--- config.mk ---
export PLATFORM = sky130hd
export DESIGN_NAME = fifo
export DESIGN_NICKNAME = d
export VERILOG_FILES = /design/src/design/fifo_pkg.sv /design/src/design/fifo.sv /design/src/design/fifo_storage.sv /design/src/design/fifo_ctrl.sv /design/src/design/ptr_counter.sv
export SDC_FILE = /design/constraint.sdc
export NUM_CORES = 1
export LEC_CHECK = 0
export BUFFER_PORTS_ARGS = -buffer_cell sky130_fd_sc_hd__buf_2
export CORE_ASPECT_RATIO = 0.75
export CORE_MARGIN = 8
export CORE_UTILIZATION = 55
export CTS_CLUSTER_DIAMETER = 40
export DETAILED_ROUTE_END_ITERATION = 7
export PLACE_DENSITY = 0.76
export SYNTH_ARGS = -nofsm -noshare
export SYNTH_HDL_FRONTEND = slang
export SYNTH_SLANG_ARGS = --single-unit
--- constraint.sdc ---
create_clock -name clk -period 3.21 [get_ports clk]
set_input_delay 0.4815 -clock clk [delete_from_list [all_inputs] [get_ports clk]]
set_output_delay 0.4815 -clock clk [all_outputs]
set_load 0.05 [all_outputs]
--- src/design/fifo_pkg.sv ---
package fifo_pkg;

   // default word width
   localparam int fifo_width_def = 64;

   // default number of entries
   localparam int fifo_depth_def = 4;

   // occupancy state of the buffer
   //   st_empty   : no word stored
   //   st_partial : at least one word, at least one free entry
   //   st_full    : every entry holds a word
   typedef enum logic [1:0] {
      st_empty   = 2'b00,
      st_partial = 2'b01,
      st_full    = 2'b10
   } fifo_state_t;

endpackage
--- src/design/fifo.sv ---
`timescale 1ns/1ps

module fifo import fifo_pkg::*; #(
   parameter int WIDTH = fifo_width_def,
   parameter int DEPTH = fifo_depth_def,
   localparam int PTR_W = $clog2(DEPTH)
) (
   input  logic             clk,
   input  logic             rst_n,
   input  logic             push,
   input  logic [WIDTH-1:0] data_in,
   input  logic             pop,
   output logic [WIDTH-1:0] data_out,
   output logic             empty,
   output logic             full,
   output logic             err
);

   // pointers and their wrapped successors
   logic [PTR_W-1:0] read_ptr;
   logic [PTR_W-1:0] read_ptr_next;
   logic [PTR_W-1:0] write_ptr;
   logic [PTR_W-1:0] write_ptr_next;

   // accepted pop and push
   logic read_en;
   logic write_en;

   fifo_state_t state;

   ptr_counter #(
      .DEPTH (DEPTH)
   ) read_ptr_counter (
      .clk      (clk),
      .rst_n    (rst_n),
      .advance  (read_en),
      .ptr      (read_ptr),
      .ptr_next (read_ptr_next)
   );

   ptr_counter #(
      .DEPTH (DEPTH)
   ) write_ptr_counter (
      .clk      (clk),
      .rst_n    (rst_n),
      .advance  (write_en),
      .ptr      (write_ptr),
      .ptr_next (write_ptr_next)
   );

   // occupancy FSM, acceptance and error flag
   fifo_ctrl #(
      .DEPTH (DEPTH)
   ) ctrl (
      .clk            (clk),
      .rst_n          (rst_n),
      .push           (push),
      .pop            (pop),
      .read_ptr       (read_ptr),
      .read_ptr_next  (read_ptr_next),
      .write_ptr      (write_ptr),
      .write_ptr_next (write_ptr_next),
      .read_en        (read_en),
      .write_en       (write_en),
      .state          (state),
      .empty          (empty),
      .full           (full),
      .err            (err)
   );

   // entries, read mux and fall-through
   fifo_storage #(
      .WIDTH (WIDTH),
      .DEPTH (DEPTH)
   ) storage (
      .clk       (clk),
      .rst_n     (rst_n),
      .data_in   (data_in),
      .write_en  (write_en),
      .write_ptr (write_ptr),
      .read_ptr  (read_ptr),
      .state     (state),
      .data_out  (data_out)
   );

endmodule

--- src/design/fifo_storage.sv ---
`timescale 1ns/1ps

module fifo_storage import fifo_pkg::*; #(
   parameter int WIDTH = fifo_width_def,
   parameter int DEPTH = fifo_depth_def,
   localparam int PTR_W = $clog2(DEPTH)
) (
   input  logic             clk,
   input  logic             rst_n,
   input  logic [WIDTH-1:0] data_in,
   input  logic             write_en,
   input  logic [PTR_W-1:0] write_ptr,
   input  logic [PTR_W-1:0] read_ptr,
   input  fifo_state_t      state,
   output logic [WIDTH-1:0] data_out
);

   logic [WIDTH-1:0] entry [DEPTH];

   // one-hot write select from the write pointer
   logic [DEPTH-1:0] write_sel;

   // word at the read pointer
   logic [WIDTH-1:0] read_word;

   // fall-through of a push into an empty buffer
   logic bypass;

   always_comb begin
      for (int i = 0; i < DEPTH; i++) begin
         write_sel[i] = write_en && (write_ptr == PTR_W'(i));
      end
   end

   // only the selected entry loads
   always_ff @(posedge clk) begin
      for (int i = 0; i < DEPTH; i++) begin
         if (write_sel[i]) begin
            entry[i] <= data_in;
         end
      end
   end

   // read mux over the entries
   always_comb begin
      read_word = entry[0];
      for (int i = 1; i < DEPTH; i++) begin
         if (read_ptr == PTR_W'(i)) begin
            read_word = entry[i];
         end
      end
   end

   assign bypass = (state == st_empty) && write_en;

   assign data_out = bypass ? data_in : read_word;

   // the word that fell through is still shown once it is stored
   a_bypass_kept : assert property (
      @(posedge clk) disable iff (!rst_n)
      (state == st_empty && write_en) |=> (data_out == $past(data_in))
   ) else $error("fifo_storage: fall-through word lost after write");

   // a write never overwrites the entry being read while words are held
   a_no_overwrite_head : assert property (
      @(posedge clk) disable iff (!rst_n)
      (state == st_partial && write_en) |-> (write_ptr != read_ptr)
   ) else $error("fifo_storage: write hit the oldest entry");

endmodule

--- src/design/fifo_ctrl.sv ---
`timescale 1ns/1ps

module fifo_ctrl import fifo_pkg::*; #(
   parameter int DEPTH = fifo_depth_def,
   localparam int PTR_W = $clog2(DEPTH)
) (
   input  logic             clk,
   input  logic             rst_n,
   input  logic             push,
   input  logic             pop,
   input  logic [PTR_W-1:0] read_ptr,
   input  logic [PTR_W-1:0] read_ptr_next,
   input  logic [PTR_W-1:0] write_ptr,
   input  logic [PTR_W-1:0] write_ptr_next,
   output logic             read_en,
   output logic             write_en,
   output fifo_state_t      state,
   output logic             empty,
   output logic             full,
   output logic             err
);

   fifo_state_t state_next;

   // a push alone or a pop alone changes the occupancy
   logic push_only;
   logic pop_only;

   // the next write lands on the oldest word
   logic will_fill;
   // the next read catches up with the write pointer
   logic will_drain;

   // flags come straight from the state
   assign empty = (state == st_empty);
   assign full  = (state == st_full);

   // accepted requests
   assign write_en = push && !full;
   assign read_en  = pop && !empty;

   // illegal request, ignored by the datapath
   assign err = (push && full) || (pop && empty);

   assign push_only = write_en && !read_en;
   assign pop_only  = read_en && !write_en;

   assign will_fill  = (write_ptr_next == read_ptr);
   assign will_drain = (read_ptr_next == write_ptr);

   always_comb begin
      state_next = state;
      case (state)
         st_empty: begin
            // a pop is rejected here, so any accepted push leaves empty
            if (write_en) begin
               state_next = st_partial;
            end
         end
         st_partial: begin
            if (push_only && will_fill) begin
               state_next = st_full;
            end else if (pop_only && will_drain) begin
               state_next = st_empty;
            end
         end
         st_full: begin
            // push is rejected while full
            if (read_en) begin
               state_next = st_partial;
            end
         end
         default: begin
            state_next = st_empty;
         end
      endcase
   end

   always_ff @(posedge clk or negedge rst_n) begin
      if (!rst_n) begin
         state <= st_empty;
      end else begin
         state <= state_next;
      end
   end

   // no write may land on a stored word
   a_no_write_full : assert property (
      @(posedge clk) disable iff (!rst_n)
      (state == st_full) |-> !write_en
   ) else $error("fifo_ctrl: write accepted while full");

   // no read from an empty buffer
   a_no_read_empty : assert property (
      @(posedge clk) disable iff (!rst_n)
      (state == st_empty) |-> !read_en
   ) else $error("fifo_ctrl: read accepted while empty");

   a_flags_exclusive : assert property (
      @(posedge clk) disable iff (!rst_n)
      !(empty && full)
   ) else $error("fifo_ctrl: empty and full both set");

   // pointers meet only when the buffer is empty or full
   a_ptr_meet : assert property (
      @(posedge clk) disable iff (!rst_n)
      (read_ptr == write_ptr) |-> (state != st_partial)
   ) else $error("fifo_ctrl: pointers equal in partial state");

endmodule

--- src/design/ptr_counter.sv ---
`timescale 1ns/1ps

module ptr_counter import fifo_pkg::*; #(
   parameter int DEPTH = fifo_depth_def,
   localparam int PTR_W = $clog2(DEPTH)
) (
   input  logic             clk,
   input  logic             rst_n,
   input  logic             advance,
   output logic [PTR_W-1:0] ptr,
   output logic [PTR_W-1:0] ptr_next
);

   localparam logic [PTR_W-1:0] last_idx = PTR_W'(DEPTH - 1);

   // wrapped successor; depth may not be a power of two
   always_comb begin
      if (ptr == last_idx) begin
         ptr_next = '0;
      end else begin
         ptr_next = ptr + 1'b1;
      end
   end

   always_ff @(posedge clk or negedge rst_n) begin
      if (!rst_n) begin
         ptr <= '0;
      end else if (advance) begin
         ptr <= ptr_next;
      end
   end

   // pointer must stay inside the entry range
   a_ptr_in_range : assert property (
      @(posedge clk) disable iff (!rst_n)
      ptr < DEPTH
   ) else $error("ptr_counter: pointer %0d out of range", ptr);

endmodule

==> impl_metrics.py, run 1 <==
metrics = {
    "clock_tree": {
        "path_clk_slew_ps": 60,
        "htreeDepth": 1,
        "cts_made_buffers": 26,
        "clk_path_buf_depth": 3,
        "root_buffer": "clkbuf_16",
        "cts_tree": "done",
        "clk_latency_ps": 520,
        "clock_sinks": 262,
    },
    "setup_path": {
        "cp_slowest_cell": "dfrtp_1",
        "crit_type": "flip-flop to output port",
        "cpPeakStageDelay_ps": 480,
        "crit_path_cell_trace": "inv_1 > ha_2 > buf_12 > mux2_2 > o21ai_0 > a31oi_1 > buf_2",
        "worst_ep_arrival_time_ps": 2580,
        "crit_family": "buffers and inverters",
        "crit_required_ps": 2730,
        "start_kind": "flip-flop",
        "cp-end-kind": "output port",
        "path_max_fanout": 35,
        "crit_buf_inv": 3,
    },
    "cells_and_area": {
        "final_nets": 1016,
        "fin_area_mm2": 0.0128,
        "layout_commonest_cell": "edfxtp_1",
        "area_growth_pct": 17.4,
        "layout-drive-gt1-share_pct": 28.3,
        "n_antenna_cell": 0,
        "final_cell_mix": "edfxtp_1, buf_2, inv_1",
    },
    "synth": {
        "synth_seq_cells": 262,
        "syn_area_mm2": 0.0109,
        "yosys.area.top_type": "edfxtp_1",
        "yosys_warnings": 0,
        "yosysTopAreaCellShare_pct": 70.5,
        "synth_nets": 879,
        "synthCells": 804,
        "syn_avg_cell_area_um2": 13.6,
        "yosysUniqueCellTypes": 26,
        "yosys-top-cells-area": "edfxtp_1, mux2_2, a31oi_1",
        "ys_seq_area_share_pct": 71.8,
    },
    "flow_run": {
        "drv_cap": 0,
    },
    "timing": {
        "min_period_ps": 3060,
        "finalSetupTns_ps": 0,
        "finalHoldViolCount": 0,
        "fmax_mhz": 327,
        "slew_viol_final": 0,
        "worst_pin_slew_ps": 497,
        "rsz0062_at_grt": "no",
        "finalCritPeriodShare_pct": 95.3,
        "finalSetupViolations": 0,
        "slew_headroom_pct": 66.8,
        "finClkSkew_ps": 14.2,
    },
    "detailed_routing": {
        "avgRoutedWirePerCell_um": 18.7,
        "drt_first_pass_iters": 5,
        "vias_per_cell": 5.56,
        "ant_nets": 0,
        "drtIter0Drc": 559,
        "vias": 6744,
        "routed_wl_mm": 22.7,
        "drc_errors": 0,
    },
    "floorplanning": {
        "coreArea_mm2": 0.0194,
        "pin_count": 135,
        "initial_core_util_pct": 56.3,
        "rows": 44,
        "die_width_um": 179,
        "dieArea_mm2": 0.0246,
        "die_h_um": 138,
    },
    "hold_path": {
        "hp-class": "input port to flip-flop",
    },
    "place": {
        "placed_area_mm2": 0.0119,
        "gp_congestion": 0.714,
        "port_buffers": 134,
        "dp_hpwl_mm": 14.0,
    },
    "grt": {
        "overflow": 0,
        "grt_max_degree": 63,
        "track_usage_pct": 17.7,
        "antenna_found_initial": 0,
        "grt_pass1_wl_mm": 34.6,
        "grt_pass1_vias": 6554,
    },
    "outcome": {
        "outcome": "complete, no violations",
    },
}
==> cells in the mapped netlist <==
master and instances:
nand2_1 68, edfxtp_1 256, ha_1 7, and2b_1 1, buf_1 2, xnor2_1 3
o21ai_0 69, a21oi_1 65, dfrtp_1 6, o22ai_1 1, xor2_1 1, mux2i_1 2
buf_4 6, nand2b_1 1, buf_6 8, a2111oi_0 1, mux2_2 65, and3_1 4
buf_2 13, a31oi_1 64, inv_1 69, nand3_1 1, and2_1 1, nor2_1 68
clkbuf_1 21, nand4_1 1
==> through the flow <==
stage / instances / util, % / setup WS (ps) / hold slack (ps)
2_1_floorplan: 804 / - / 222 / 186
3_3_place_gp: 1163 / 61.4 / 665 / 317
3_5_place_dp: 1163 / 61.4 / 590 / 324
4_1_cts: 1212 / 65.9 / 41.0 / 164
5_1_grt: 1214 / 66.1 / 13.7 / 179
6_report: 1214 / 66.1 / 152 / 185
==> cell families (layout without fill, tap and decap cells) <==
logic type / Yosys count / in the layout / synth area share [%]
adder cells (fa/ha/maj): 7 / 7 / 0.803
flip-flops: 262 / 262 / 71.8
XOR/XNOR: 4 / 4 / 0.321
multiplexers: 67 / 67 / 6.89
buffers and inverters: 119 / 276 / 5.00
AO/OA/AOI/OAI: 200 / 200 / 9.95
AND/OR/NAND/NOR: 145 / 145 / 5.19
==> area by class of cell <==
cell class              instances  area [µm²]
inverters                      69         259
clock buffers                  35         736
flip-flops and latches        262        7840
repair buffers                159         972
fillers                      1401        6570
multi-input cells             423        2570
clock inverters                13         124
well taps                     253         317
==> metal layers <==
layer | part of all wire, % | up-vias | GRT usage (%)
met4 | 1.7 | 0 | 4.58
met5 | 0 | - | 0
li1 | - | 3218 | -
met1 | 45 | 3244 | 24.6
met3 | 8.2 | 33 | 4.08
met2 | 45 | 249 | 28.0
==> final timing paths <==
check,startpoint,to,slack (ps),cells past startpoint
worst min register to register,ctrl.state[0],ctrl.state[0],630,1
worst min-delay path,pop,ctrl.state[1],190,2
worst max-delay path,read_ptr_counter.ptr[1],data_out[43],150,7
min in group asynchronous,rst_n,ctrl.state[1],330,2
worst max register to register,read_ptr_counter.ptr[1],ctrl.state[0],1150,6
max in group asynchronous,rst_n,write_ptr_counter.ptr[1],2720,2
==> worst register-to-register path: stages (launching register included) <==
cell and delay, ps:
dfrtp_1 510, ha_4 450, buf_16 230, nor2_1 90
xnor2_1 130, a2111oi_0 350, o22ai_1 170
==> registers in the layout (all words and copies together) (netlist names) <==
register	cells
ctrl.state	2
storage.entry	256
read_ptr_counter.ptr	2
write_ptr_counter.ptr	2
==> repair_timing <==
action,CTS,global route
hold buffers,1,0
setup endpoints to repair,0,34
gates resized for setup,0,2
buffers inserted,0,2
endpoints found under the hold margin,6,0
Power of run 1 is left out: the tool's default activity adds up to more than one toggle a clock period on the data nets, which glitch-free logic cannot reach.
==> inputs of run 2 (changes only) <==
Settings changed: PLACE_DENSITY 0.76 to not set, PLACE_DENSITY_LB_ADDON set to 0.15.
==> impl_metrics.py, run 2 (synthesis results as in run 1) <==
metrics = {
    "floorplanning": {
        "die_h_um": 138,
        "pin_count": 135,
        "rows": 44,
        "coreArea_mm2": 0.0194,
        "die_width_um": 179,
        "dieArea_mm2": 0.0246,
        "initial_core_util_pct": 56.3,
    },
    "setup_path": {
        "crit_type": "flip-flop to output port",
        "cp-end-kind": "output port",
        "worst_ep_arrival_time_ps": 2610,
        "path_max_fanout": 36,
        "start_kind": "flip-flop",
        "crit_required_ps": 2730,
    },
    "place": {
        "placed_area_mm2": 0.0119,
        "post-place-cells": 1156,
        "port_buffers": 134,
        "gp_congestion": 0.795,
        "dp_hpwl_mm": 13.3,
    },
    "cells_and_area": {
        "top_register": "storage.entry",
        "final_cell_mix": "edfxtp_1, buf_2, inv_1",
        "fin_util_pct": 66.7,
        "fillers": 1441,
        "final_nets": 1020,
        "layout-drive-gt1-share_pct": 28.7,
        "fin_area_mm2": 0.0129,
        "area_growth_pct": 18.4,
        "layout_commonest_cell": "edfxtp_1",
        "n_antenna_cell": 0,
        "register_area_mm2": 0.00784,
        "multi_input_area_mm2": 0.00258,
        "stdcell_count": 1220,
        "largest_reg_flops": 256,
    },
    "detailed_routing": {
        "vias": 6755,
        "drc_errors": 0,
        "ant_nets": 0,
        "drtIter0Drc": 562,
        "routed_wl_mm": 22.9,
        "avgRoutedWirePerCell_um": 18.8,
        "drt_first_pass_iters": 4,
        "vias_per_cell": 5.54,
    },
    "grt": {
        "track_usage_pct": 18.3,
        "grt_max_degree": 65,
        "grt_pass1_vias": 6854,
        "antenna_found_initial": 1,
        "grt_pass1_wl_mm": 35.9,
        "overflow": 0,
    },
    "hold_path": {
        "hp-class": "input port to flip-flop",
    },
    "clock_tree": {
        "cts_made_buffers": 30,
        "clk_latency_ps": 530,
        "cts_tree": "done",
        "clk_path_buf_depth": 3,
        "clock_sinks": 262,
        "path_clk_slew_ps": 60,
        "root_buffer": "clkbuf_16",
        "htreeDepth": 1,
    },
    "outcome": {
        "outcome": "complete, no violations",
    },
    "timing": {
        "finalSetupViolations": 0,
        "slew_headroom_pct": 66.0,
        "finalCritPeriodShare_pct": 96.4,
        "fmax_mhz": 323,
        "slew_viol_final": 0,
        "finClkSkew_ps": 11.4,
        "finalHoldViolCount": 0,
        "min_period_ps": 3100,
        "worst_pin_slew_ps": 510,
    },
    "flow_run": {
        "drv_cap": 0,
    },
}
run 2: cell count changes in the layout (fill, tap and decap cells not counted), sizes merged:
| cell | previous run | this run |
|---|---|---|
| bufinv | 2 | 1 |
| clkinv | 7 | 10 |
| buf | 158 | 155 |
| inv | 70 | 72 |
| clkbuf | 35 | 37 |
| clkinvlp | 3 | 6 |
run 2: worst paths after layout:
| check | startpoint | endpoint | slack [ps] | cells after the start |
|---|---|---|---|---|
| max | read_ptr_counter.ptr[1] | data_out[19] | 110 | 7 |
| min | pop | ctrl.state[1] | 160 | 2 |
| max reg2reg | write_ptr_counter.ptr[0] | storage.entry[2][1] | 1350 | 4 |
| min reg2reg | ctrl.state[0] | ctrl.state[0] | 590 | 1 |
| max in group asynchronous | rst_n | read_ptr_counter.ptr[0] | 2730 | 2 |
| min in group asynchronous | rst_n | ctrl.state[0] | 310 | 2 |
run 2: repair_timing:
item                                    4_1_cts  5_1_grt
hold buffers                                  1        0
cloned                                        0        0
gates resized for setup                       0        8
pin swaps                                     0        0
endpoints found under the setup margin       20       32
hold endpoints to repair                      6        0
setup buffers                                 1        8
run 2: final cells by class:
cell class | instances | area share [%]
repair buffers | 159 | 7.67
multi-input cells | 423 | 19.9
flip-flops and latches | 262 | 60.7
well taps | 253 | 2.45
inverters | 69 | 2.00
clock inverters | 20 | 1.16
clock buffers | 34 | 6.09
run 2: per-layer routing:
metal  global-route usage, %  up-vias  share of wire, %  wire length [µm]
li1                        -     3223                 -                 -
met3                    3.43       30               6.6              1520
met2                    30.5      226                48             10900
met5                       0        -             0.039                 9
met1                    25.2     3274                45             10300
met4                    3.25        2               1.1               257
run 2: critical path, cell delays in order, from the launching register on:
cell and delay (ps):
dfrtp_1 470, inv_1 130, ha_4 250, buf_16 260, mux2_2 360, o21ai_0 180, a31oi_1 160, clkbuf_4 250
run 2: per-stage QoR:
stage	setup TNS [ps]	hold WS [ps]	setup slack [ps]
after CTS	0	145	12.6
after floorplan	0	186	222
after global placement	0	315	546
after detailed placement	0	323	469
after global routing	-4.23	166	-4.23
final	0	160	115
Power of run 2 is left out for the same reason.
